--- src/hdl/FpTypes.sv ---
// Shared types and constants of the binary32 execution block.
// Holds the opcode set, the field widths, the flag layout and the class mask.
`default_nettype none

package FpTypes;

    localparam int ExpWidth  = 8;   // Binary32 exponent field.
    localparam int FracWidth = 23;  // Binary32 fraction field.

    typedef logic [31:0]          fp32_t;    // Raw binary32 value.
    typedef logic [31:0]          word_t;    // Integer register value.
    typedef logic [4:0]           fflags_t;  // NV, DZ, OF, UF, NX.
    typedef logic [ExpWidth-1:0]  exp_t;
    typedef logic [FracWidth-1:0] frac_t;

    localparam fflags_t FlagNv = 5'b1_0000;  // Invalid operation.

    typedef enum logic [3:0] {
        OpMoveToInt = 4'd0,   // FMV.X.W
        OpMoveToFp  = 4'd1,   // FMV.W.X
        OpClass     = 4'd2,
        OpSgnj      = 4'd3,
        OpSgnjn     = 4'd4,
        OpSgnjx     = 4'd5,
        OpEq        = 4'd6,
        OpLt        = 4'd7,
        OpLe        = 4'd8,
        OpMin       = 4'd9,
        OpMax       = 4'd10
    } FpOp_t;

    // FCLASS mask bits in RISC-V order.
    localparam word_t ClassNegInf       = 32'h0000_0001;
    localparam word_t ClassNegNormal    = 32'h0000_0002;
    localparam word_t ClassNegSubnormal = 32'h0000_0004;
    localparam word_t ClassNegZero      = 32'h0000_0008;
    localparam word_t ClassPosZero      = 32'h0000_0010;
    localparam word_t ClassPosSubnormal = 32'h0000_0020;
    localparam word_t ClassPosNormal    = 32'h0000_0040;
    localparam word_t ClassPosInf       = 32'h0000_0080;
    localparam word_t ClassSignalingNan = 32'h0000_0100;
    localparam word_t ClassQuietNan     = 32'h0000_0200;

    localparam word_t CanonicalNan = 32'h7FC0_0000;  // Positive quiet NaN.

endpackage

`default_nettype wire

--- src/hdl/FpSignInjector.sv ---
// Sign injection for FSGNJ, FSGNJN and FSGNJX.
`timescale 1ns/1ns
`default_nettype none

module FpSignInjector (
    input  FpTypes::FpOp_t op,
    input  FpTypes::fp32_t fpSrc1,
    input  FpTypes::fp32_t fpSrc2,
    output FpTypes::fp32_t fpResult
);
    import FpTypes::*;

    logic sign1;
    logic sign2;

    assign sign1 = fpSrc1[ExpWidth+FracWidth];  // Sign bit of source 1.
    assign sign2 = fpSrc2[ExpWidth+FracWidth];

    always_comb begin
        fpResult = '0;  // Codes of other units.
        case (op)
            OpSgnj:  fpResult = {sign2, fpSrc1[ExpWidth+FracWidth-1:0]};
            OpSgnjn: fpResult = {~sign2, fpSrc1[ExpWidth+FracWidth-1:0]};
            OpSgnjx: fpResult = {sign1 ^ sign2, fpSrc1[ExpWidth+FracWidth-1:0]};
            default: fpResult = '0;
        endcase
    end

endmodule

`default_nettype wire

--- src/hdl/FpComparator.sv ---
// Compare and min/max unit for FEQ, FLT, FLE, FMIN and FMAX.
// Orders operands by sign and magnitude and raises NV on NaN inputs.
`timescale 1ns/1ns
`default_nettype none

module FpComparator (
    input  FpTypes::FpOp_t   op,
    input  FpTypes::fp32_t   fpSrc1,
    input  FpTypes::fp32_t   fpSrc2,
    output FpTypes::word_t   intResult,
    output FpTypes::fp32_t   fpResult,
    output FpTypes::fflags_t flags
);
    import FpTypes::*;

    localparam int MagWidth = ExpWidth + FracWidth;

    logic  sign1;
    logic  sign2;
    exp_t  exp1;
    exp_t  exp2;
    frac_t frac1;
    frac_t frac2;
    logic  nan1;
    logic  nan2;
    logic  anyNan;
    logic  anySnan;
    logic  bothZero;
    logic  magLess;
    logic  magGreater;
    logic  relLess;    // +0 and -0 are equal.
    logic  relEqual;
    logic  totalLess;  // -0 below +0.

    assign sign1 = fpSrc1[MagWidth];
    assign sign2 = fpSrc2[MagWidth];
    assign exp1  = fpSrc1[FracWidth +: ExpWidth];
    assign exp2  = fpSrc2[FracWidth +: ExpWidth];
    assign frac1 = fpSrc1[FracWidth-1:0];
    assign frac2 = fpSrc2[FracWidth-1:0];

    assign nan1    = (exp1 == '1) && (frac1 != '0);
    assign nan2    = (exp2 == '1) && (frac2 != '0);
    assign anyNan  = nan1 || nan2;
    assign anySnan = (nan1 && !frac1[FracWidth-1]) || (nan2 && !frac2[FracWidth-1]);

    assign bothZero   = (fpSrc1[MagWidth-1:0] == '0) && (fpSrc2[MagWidth-1:0] == '0);
    assign magLess    = fpSrc1[MagWidth-1:0] < fpSrc2[MagWidth-1:0];
    assign magGreater = fpSrc2[MagWidth-1:0] < fpSrc1[MagWidth-1:0];
    assign relEqual   = (fpSrc1 == fpSrc2) || bothZero;

    always_comb begin
        if (sign1 != sign2) begin
            relLess   = sign1 && !bothZero;  // Negative side is lower.
            totalLess = sign1;
        end else begin
            relLess   = sign1 ? magGreater : magLess;  // Larger magnitude is lower when negative.
            totalLess = relLess;
        end
    end

    always_comb begin
        intResult = '0;
        fpResult  = '0;
        flags     = '0;
        case (op)
            OpEq: begin
                intResult = word_t'(!anyNan && relEqual);
                flags     = anySnan ? FlagNv : '0;  // Quiet compare.
            end
            OpLt: begin
                intResult = word_t'(!anyNan && relLess);
                flags     = anyNan ? FlagNv : '0;   // Signaling compare.
            end
            OpLe: begin
                intResult = word_t'(!anyNan && (relLess || relEqual));
                flags     = anyNan ? FlagNv : '0;
            end
            OpMin, OpMax: begin
                if (nan1 && nan2) begin
                    fpResult = CanonicalNan;
                end else if (nan1) begin
                    fpResult = fpSrc2;  // Other operand wins over one NaN.
                end else if (nan2) begin
                    fpResult = fpSrc1;
                end else if (op == OpMin) begin
                    fpResult = totalLess ? fpSrc1 : fpSrc2;
                end else begin
                    fpResult = totalLess ? fpSrc2 : fpSrc1;
                end
                flags = anySnan ? FlagNv : '0;
            end
            default: begin
                intResult = '0;
            end
        endcase
    end

endmodule

`default_nettype wire

--- src/hdl/FpClassifier.sv ---
// FCLASS decoder.
// Maps one binary32 operand onto the ten-bit one-hot class mask.
`timescale 1ns/1ns
`default_nettype none

module FpClassifier (
    input  FpTypes::fp32_t fpSrc,
    output FpTypes::word_t classMask
);
    import FpTypes::*;

    logic  sign;
    exp_t  exponent;
    frac_t fraction;

    assign sign     = fpSrc[ExpWidth+FracWidth];
    assign exponent = fpSrc[FracWidth +: ExpWidth];
    assign fraction = fpSrc[FracWidth-1:0];

    always_comb begin
        if (exponent == '1) begin
            if (fraction == '0) begin
                classMask = sign ? ClassNegInf : ClassPosInf;
            end else if (fraction[FracWidth-1]) begin
                classMask = ClassQuietNan;  // Quiet bit set.
            end else begin
                classMask = ClassSignalingNan;
            end
        end else if (exponent == '0) begin
            if (fraction == '0) begin
                classMask = sign ? ClassNegZero : ClassPosZero;
            end else begin
                classMask = sign ? ClassNegSubnormal : ClassPosSubnormal;
            end
        end else begin
            classMask = sign ? ClassNegNormal : ClassPosNormal;
        end
    end

endmodule

`default_nettype wire

--- src/hdl/Fp32Unit.sv ---
// Scalar binary32 execution block without rounding.
// Routes each operation to its unit and registers the selected result.
`timescale 1ns/1ns
`default_nettype none

module Fp32Unit (
    input  logic             clk,
    input  logic             arstN,
    input  logic             issue,
    input  FpTypes::FpOp_t   op,
    input  FpTypes::word_t   intSrc,
    input  FpTypes::fp32_t   fpSrc1,
    input  FpTypes::fp32_t   fpSrc2,
    output logic             resultValid,
    output FpTypes::word_t   intResult,
    output FpTypes::fp32_t   fpResult,
    output logic             writeFlags,
    output FpTypes::fflags_t writeFlagsValue
);
    import FpTypes::*;

    typedef enum logic [2:0] {
        UnitNone,
        UnitMove,
        UnitClass,
        UnitSign,
        UnitCmp
    } FpUnit_t;

    FpUnit_t unit;
    fp32_t   fpResultSign;
    word_t   intResultCmp;
    fp32_t   fpResultCmp;
    fflags_t flagsCmp;
    word_t   classMask;
    word_t   nextInt;
    fp32_t   nextFp;
    logic    nextWriteFlags;
    fflags_t nextFlagsValue;

    FpSignInjector signInjector (
        .op       (op),
        .fpSrc1   (fpSrc1),
        .fpSrc2   (fpSrc2),
        .fpResult (fpResultSign)
    );

    FpComparator comparator (
        .op        (op),
        .fpSrc1    (fpSrc1),
        .fpSrc2    (fpSrc2),
        .intResult (intResultCmp),
        .fpResult  (fpResultCmp),
        .flags     (flagsCmp)
    );

    FpClassifier classifier (
        .fpSrc     (fpSrc1),
        .classMask (classMask)
    );

    always_comb begin
        case (op)
            OpMoveToInt, OpMoveToFp:             unit = UnitMove;
            OpClass:                             unit = UnitClass;
            OpSgnj, OpSgnjn, OpSgnjx:            unit = UnitSign;
            OpEq, OpLt, OpLe, OpMin, OpMax:      unit = UnitCmp;
            default:                             unit = UnitNone;
        endcase
    end

    always_comb begin
        nextInt        = '0;
        nextFp         = '0;
        nextWriteFlags = 1'b0;
        nextFlagsValue = '0;
        case (unit)
            UnitMove: begin
                nextInt = (op == OpMoveToInt) ? fpSrc1 : '0;  // FMV.X.W
                nextFp  = (op == OpMoveToFp) ? intSrc : '0;   // FMV.W.X
            end
            UnitClass: begin
                nextInt = classMask;
            end
            UnitSign: begin
                nextFp = fpResultSign;
            end
            UnitCmp: begin
                nextInt        = intResultCmp;
                nextFp         = fpResultCmp;
                nextWriteFlags = 1'b1;
                nextFlagsValue = flagsCmp;
            end
            default: begin
                nextInt = '0;  // Unknown opcode gives an empty result.
            end
        endcase
    end

    always_ff @(posedge clk or negedge arstN) begin
        if (!arstN) begin
            resultValid     <= 1'b0;
            writeFlags      <= 1'b0;
            intResult       <= '0;
            fpResult        <= '0;
            writeFlagsValue <= '0;
        end else begin
            resultValid <= issue;
            writeFlags  <= issue && nextWriteFlags;
            if (issue) begin
                intResult       <= nextInt;
                fpResult        <= nextFp;
                writeFlagsValue <= nextFlagsValue;  // Held between issues.
            end
        end
    end

endmodule

`default_nettype wire

--- config.mk ---
export PLATFORM = sky130hd
export DESIGN_NAME = Fp32Unit
export DESIGN_NICKNAME = d
export VERILOG_FILES = /design/src/hdl/FpTypes.sv /design/src/hdl/FpSignInjector.sv /design/src/hdl/FpComparator.sv /design/src/hdl/FpClassifier.sv /design/src/hdl/Fp32Unit.sv
export SDC_FILE = /design/constraint.sdc
export NUM_CORES = 1
export LEC_CHECK = 0
export ABC_CLOCK_PERIOD_IN_PS = 1500
export BUFFER_PORTS_ARGS = -buffer_cell sky130_fd_sc_hd__buf_2
export CAP_MARGIN = 20
export CORE_MARGIN = 1.5
export CORE_UTILIZATION = 50
export CTS_CLUSTER_DIAMETER = 80
export CTS_CLUSTER_SIZE = 16
export DETAILED_ROUTE_END_ITERATION = 12
export GPL_TIMING_DRIVEN = 0
export PLACE_DENSITY = 0.89
export SYNTH_ARGS = -nofsm -noshare
export SYNTH_HDL_FRONTEND = slang
export SYNTH_SLANG_ARGS = --single-unit
--- constraint.sdc ---
create_clock -name clk -period 1.5 [get_ports clk]
set_input_delay 0.075 -clock clk [delete_from_list [all_inputs] [get_ports clk]]
set_output_delay 0.075 -clock clk [all_outputs]
set_load 0.02 [all_outputs]
* After elaboration in Yosys (flattened, before gate mapping)
Memories as Yosys holds them, arrays and structs flattened.
Index checks and enable logic that the tools add are counted.
** Storage, ports and cells
- Flip-flop bits (word level) :: 71
- Bits in read-only memories :: 48
- Output and inout port bits :: 71
- Word-level logic and storage cells :: 86
- Memories :: 1
** Memory list
- (name not given) :: words 16, width 3, read ports 1, clocked after Yosys merged registers in 0, wr ports 0, RTL line Fp32Unit.sv:63 : case (op)
** Operators by class
- Magnitude comparators :: 2
- Equality and inequality tests :: 17
- Muxes and demuxes :: 30
- Bitwise operators :: 2
- Reduce and logical (&&, ||, !) cells :: 29
** Operator list (count)
- $mux 32 :: 13
- $pmux 32 s3 :: 3
- $logic_not 31->1 :: 2
- $lt 31x31->1 :: 2
- $reduce_bool 23->1 :: 2
- $eq 32x32->1 :: 1
- $logic_not 23->1 :: 1
- $mux 5 :: 4
- $eq 4x3->1 const B :: 4
- $eq 8x8->1 const B :: 2
- $eq 4x4->1 const B :: 3
- $logic_and 1x1->1 :: 11
- $mux 10 :: 1
- $pmux 5 s2 :: 1
- $logic_not 8->1 :: 1
- $mux 8 :: 1
- $mux 7 :: 1
- $eq 3x2->1 const B :: 2
- $mux 6 :: 1
- $eq 4x1->1 const B :: 1
- $eq 4x2->1 const B :: 1
- $logic_not 1->1 :: 4
- $logic_not 4->1 :: 1
- $logic_or 1x1->1 :: 4
- other kinds (9) :: 13

* Longest topological paths before layout
- Word-level depth :: 10
- Depth in mapped cells :: 12

* Modules after synthesis
A second synthesis with hierarchy kept.
** Second synthesis, totals
- Cell total of the unflattened synthesis :: 775
- Area total of the unflattened synthesis :: 6655.1 um^2
** By module, submodules not included
- Fp32Unit :: times used 1, cells each 368, area each 3736.1 um^2
- FpComparator :: times used 1, cells each 312, area each 2209.6 um^2
- FpClassifier :: times used 1, cells each 52, area each 392.9 um^2
- FpSignInjector :: times used 1, cells each 43, area each 316.6 um^2

* Worst setup path after synthesis
Ideal clock, no wire load.
- Kind :: input -> register
- From :: input port fpSrc2[13]
- To :: register fpResult[0]
- Setup time :: 0.126 ns
- Arrival time :: 2.386 ns
- Required time :: 1.374 ns
- Setup slack :: -1.012 ns
- Stages on the path :: 11
- Buffers on the path :: 1
- Path through :: inv_1 ha_1 and4_1 a221oi_1 a21oi_1 or2_1 a311o_2 xnor2_4 a211oi_2 buf_6 a221o_1
** On the way
- Word-level cells in the longest chain between the ends :: 10
- Elaborated cells between the ends (all ways) :: 15
** Ends and longest elaborated chain
- start: declaration :: RTL line Fp32Unit.sv:13 : input FpTypes::fp32_t fpSrc2,
- $lt 31x31->1, on equally long branches :: RTL line FpComparator.sv:48, FpComparator.sv:49
- $mux 1 :: RTL line FpComparator.sv:57 : relLess = sign1 ? magGreater : magLess;
- $mux 1 :: RTL line FpComparator.sv:53 : if (sign1 != sign2) begin
- $mux 32, on equally long branches :: RTL line FpComparator.sv:89, FpComparator.sv:87
- $mux 32 :: RTL line FpComparator.sv:86 : end else if (op == OpMin) begin
- $mux 32 :: RTL line FpComparator.sv:84 : end else if (nan2) begin
- $mux 32 :: RTL line FpComparator.sv:82 : end else if (nan1) begin
- $mux 32 (*) :: RTL line FpComparator.sv:80 : if (nan1 && nan2) begin
- $mux 32 (*) :: RTL line FpComparator.sv:66 : case (op)
- $pmux 32 s3 (*) :: RTL line Fp32Unit.sv:77 : case (unit)
- end signal: assignment :: RTL line Fp32Unit.sv:112 : fpResult <= nextFp;
- end: declaration :: RTL line Fp32Unit.sv:16 : output FpTypes::fp32_t fpResult,
Every way passes the cells marked *; elsewhere a longest branch is shown, timed or not.
A chain may end at the register's enable or synchronous reset.

* Worst setup path after layout
- From :: input port fpSrc2[20]
- To :: register fpResult[10]
Same word-level chain as after synthesis.

==> flow_metrics.env <==
export IMPL_syn_area_mm2=0.00472
export IMPL_hp_start="fpSrc1[13]"
export IMPL_num_vias=5994
export IMPL_firstDrtPassIters=8
export IMPL_dieArea_mm2=0.0100
export IMPL_synth_edf_count=0
export IMPL_hold_depth=3
export IMPL_power_leakage_nw=3.15
export IMPL_stdcell_area_mm2=0.00701
export IMPL_crit_path_start="fpSrc2[20]"
export IMPL_hold_violations=2
export IMPL_fp_row_count=35
export IMPL_status="finished, violations left"
export IMPL_num_nets_final=918
export IMPL_antenna_left=0
export IMPL_slew_headroom=0.415
export IMPL_initial_core_util=0.513
export IMPL_clk_latency_ns=0.35
export IMPL_cts_sink_count=67
export IMPL_ys_types=53
export IMPL_fmax_mhz=381
export IMPL_die_h_um=100
export IMPL_path_clk_slew_ns=0.09
export IMPL_wirelength_um=19900
export IMPL_cp_common_cell="buf_6"
export IMPL_clock_skew_ns=0
export IMPL_yosysSeqAreaShare=0.355
export IMPL_drive_gt1_frac=0.385
export IMPL_yosys_most_used_dff="dfrtp_1"
export IMPL_grt_setup_unrepaired="yes"
export IMPL_routed_via_density=6.67
export IMPL_cts_tree="done"
export IMPL_io_buffers=169
export IMPL_cp_slowest_stage_delay_ns=0.44
export IMPL_core_area_mm2=0.00920
export IMPL_cts_max_level=3
export IMPL_maxSlewViolCount=0
export IMPL_cts_made_buffers=9
export IMPL_gp_congestion=0.932
export IMPL_worstRegToRegCells=6
export IMPL_arrival_ns=2.86
export IMPL_violations="negative hold slack, negative setup slack"
export IMPL_drc_errors=0
export IMPL_synth_top_area_frac=0.355
export IMPL_async_reset_ff_frac=1.00
export IMPL_worst_pin_slew_ns=0.877
export IMPL_grt_pass1_wl_um=29100
export IMPL_yosysWarnings=0
export IMPL_synth_area_leaders="dfrtp_1 36%, ha_1 9.0%, inv_1 7.1%"
export IMPL_final_setup_viol_count=33
export IMPL_wl_per_cell_um=22.2
export IMPL_post_place_ws_ns=-1.63
export IMPL_ys_ff_latch=67
export IMPL_cts_root_buf="clkbuf_8"
export IMPL_overflow=0
export IMPL_cp_max_fo=5
export IMPL_ioPinCount=174
export IMPL_die_w_um=100
export IMPL_antenna_found_initial=1
export IMPL_postSynthAreaPerCell_um2=8.34
export IMPL_critPathLaunchType="input pin"
export IMPL_dp_hpwl_um=12800
export IMPL_finalCritPeriodShare=1.75
export IMPL_cp_required_ns=1.73
export IMPL_grt_max_degree=68
export IMPL_slowest_stage="a311o_2"
export IMPL_finalWorstSetupSlack_ns=-1.13
export IMPL_r2r_start="fpResult[22]$_DFFE_PN0P_"
export IMPL_reg2reg_slack_ns=0.17
export IMPL_yosys_area_top_type="dfrtp_1"
export IMPL_setup_worst_path_end_class="flip-flop"
export IMPL_initialDrtViolationCount=807
export IMPL_syn2layout_area_growth_pct=48.4
export IMPL_holdPathEnd="intResult[13]$_DFFE_PN0P_"
export IMPL_grtUsageTotal=0.372
export IMPL_period_needed_ns=2.63
export IMPL_crit_chain="buf_2, inv_2, ha_4, a21oi_1, o21ai_1, a22oi_1, o211ai_1, or2_1, a311o_2, xnor2_4, a211oi_4, buf_6, buf_6, a221o_1"
export IMPL_hold_path_class="input pin to flip-flop"
export IMPL_post_dp_cell_area_mm2=0.00591
export IMPL_vdd_drop_max_v=0.000387
export IMPL_grt_pass1_vias=5727
export IMPL_critical_path_class="input pin to flip-flop"
export IMPL_cellPowerDensity_mw_per_mm2=699
export IMPL_holdWs_ns=-0.0114
export IMPL_synthCells=566
export IMPL_cap_violations=0
export IMPL_clk_path_buf_depth=2
export IMPL_r2r_end="fpResult[22]$_DFFE_PN0P_"
## timing repair
item | 4_1_cts | 5_1_grt
hold endpoints to repair | 79 | 1
setup endpoints to repair | 65 | 61
hold buffers | 14 | 1
setup buffers | 13 | 4
pin swaps | 34 | 17
gates cloned | 3 | 0
gates resized for setup | 94 | 54
## stage by stage
stage / TNS, ns / hold slack [ns] / power, W / cells / util
after global routing: -36.70 / 0.00497 / 0.00505 / 898 / 0.762
after detailed placement: -63.97 / 0.237 / 0.00303 / 849 / 0.643
after CTS: -27.77 / 0.000186 / 0.00471 / 894 / 0.739
after global placement: -61.97 / 0.288 / 0.00299 / 849 / 0.642
after floorplan: -29.93 / -0.221 / 0.00254 / 569 / -
final: -33.31 / -0.0114 / 0.00489 / 898 / 0.762
## layout by cell type, fill, tap and decap left out, types with 5 or more instances in the layout
master and count:
nand2_1 20, buf_2 145, nor2_1 24, o21ai_0 39
nor4_1 9, clkbuf_1 16, nor4_4 6, ha_4 21
buf_8 5, ha_1 13, o21ai_1 21, inv_2 7
a21oi_1 26, clkbuf_8 12, nand3_1 27, nand4_1 12
dfrtp_1 67, inv_4 5, a221o_1 31, inv_1 77
nor3_1 5, a22oi_1 34, buf_6 20, dlygate4sd3_1 15
a21oi_2 9, buf_4 26
## synth_stat cells, types with 3 or more instances
master	count
nor4_1	18
nor2b_1	3
nor3_1	8
o21ai_1	23
ha_1	34
a32oi_1	4
buf_1	3
nand2b_1	3
a22oi_1	35
a21oi_1	35
nor2_1	29
a221o_1	31
nand4_1	12
dfrtp_1	67
buf_4	4
clkbuf_1	24
inv_1	89
o22ai_1	4
nand2_1	23
or3_1	3
and3_1	3
buf_2	3
nand3_1	28
o21ai_0	41
## how the worst max path moves through the flow
stage	end	slack (ns)
final	fpResult[10]$_DFFE_PN0P_	-1.13
after global routing	fpResult[10]$_DFFE_PN0P_	-1.22
after CTS	fpResult[10]$_DFFE_PN0P_	-0.94
after detailed placement	fpResult[28]$_DFFE_PN0P_	-1.63
after global placement	fpResult[27]$_DFFE_PN0P_	-1.61
after floorplan	fpResult[0]$_DFFE_PN0P_	-0.98
## power breakdown
| group | internal, W | switching, W | leakage [nW] | total, W |
|---|---|---|---|---|
| sequential | 0.00188 | 0.0000412 | 0.911 | 0.00192 |
| clock | 0.000768 | 0.000782 | 0.0885 | 0.00155 |
| combinational | 0.000581 | 0.000844 | 2.15 | 0.00143 |
## layer usage
layer / GRT usage / vias up / part of all wire
met5: 0 / - / 0
met4: 0.205 / 0 / 0.063
met3: 0.0662 / 146 / 0.12
met2: 0.611 / 554 / 0.46
met1: 0.464 / 2796 / 0.36
li1: - / 2498 / -
## registers in the layout, indices dropped and copies added (netlist names)
register / cells
resultValid: 1
intResult: 32
fpResult: 32
writeFlags: 1
writeFlagsValue: 1
## logic make-up (layout without fill, tap and decap cells)
| group | after synthesis | after routing | synth area share |
|---|---|---|---|
| buffers and inverters | 126 | 343 | 0.107 |
| DFF | 67 | 67 | 0.355 |
| and+or+nand+nor | 144 | 144 | 0.162 |
| AOI/OAI and AO/OA | 187 | 187 | 0.267 |
| adders and majority gates | 36 | 36 | 0.0943 |
| xor gates and xnor gates | 3 | 3 | 0.00954 |
| muxes | 2 | 2 | 0.00424 |
| other | 1 | 5 | 0.000794 |
## worst max-delay path: cells and delay by family
family	cells	cell delay, ns
XOR/XNOR	1	0.20
AND/OR/NAND/NOR	1	0.28
adder cells (fa/ha/maj)	1	0.23
AO/OA/AOI/OAI	7	1.59
buffers and inverters	4	0.49
## layout make-up
cell class,count,area [µm²]
multi-input cells,376,3110
fillers,573,2190
flip-flops and latches,67,1680
repair buffers,203,1320
inverters,90,363
plain buffers,34,209
well taps,111,139
clock buffers,10,128
clock inverters,6,66.3
diodes,1,2.50
No activity file was read; power rests on OpenSTA's default activity.
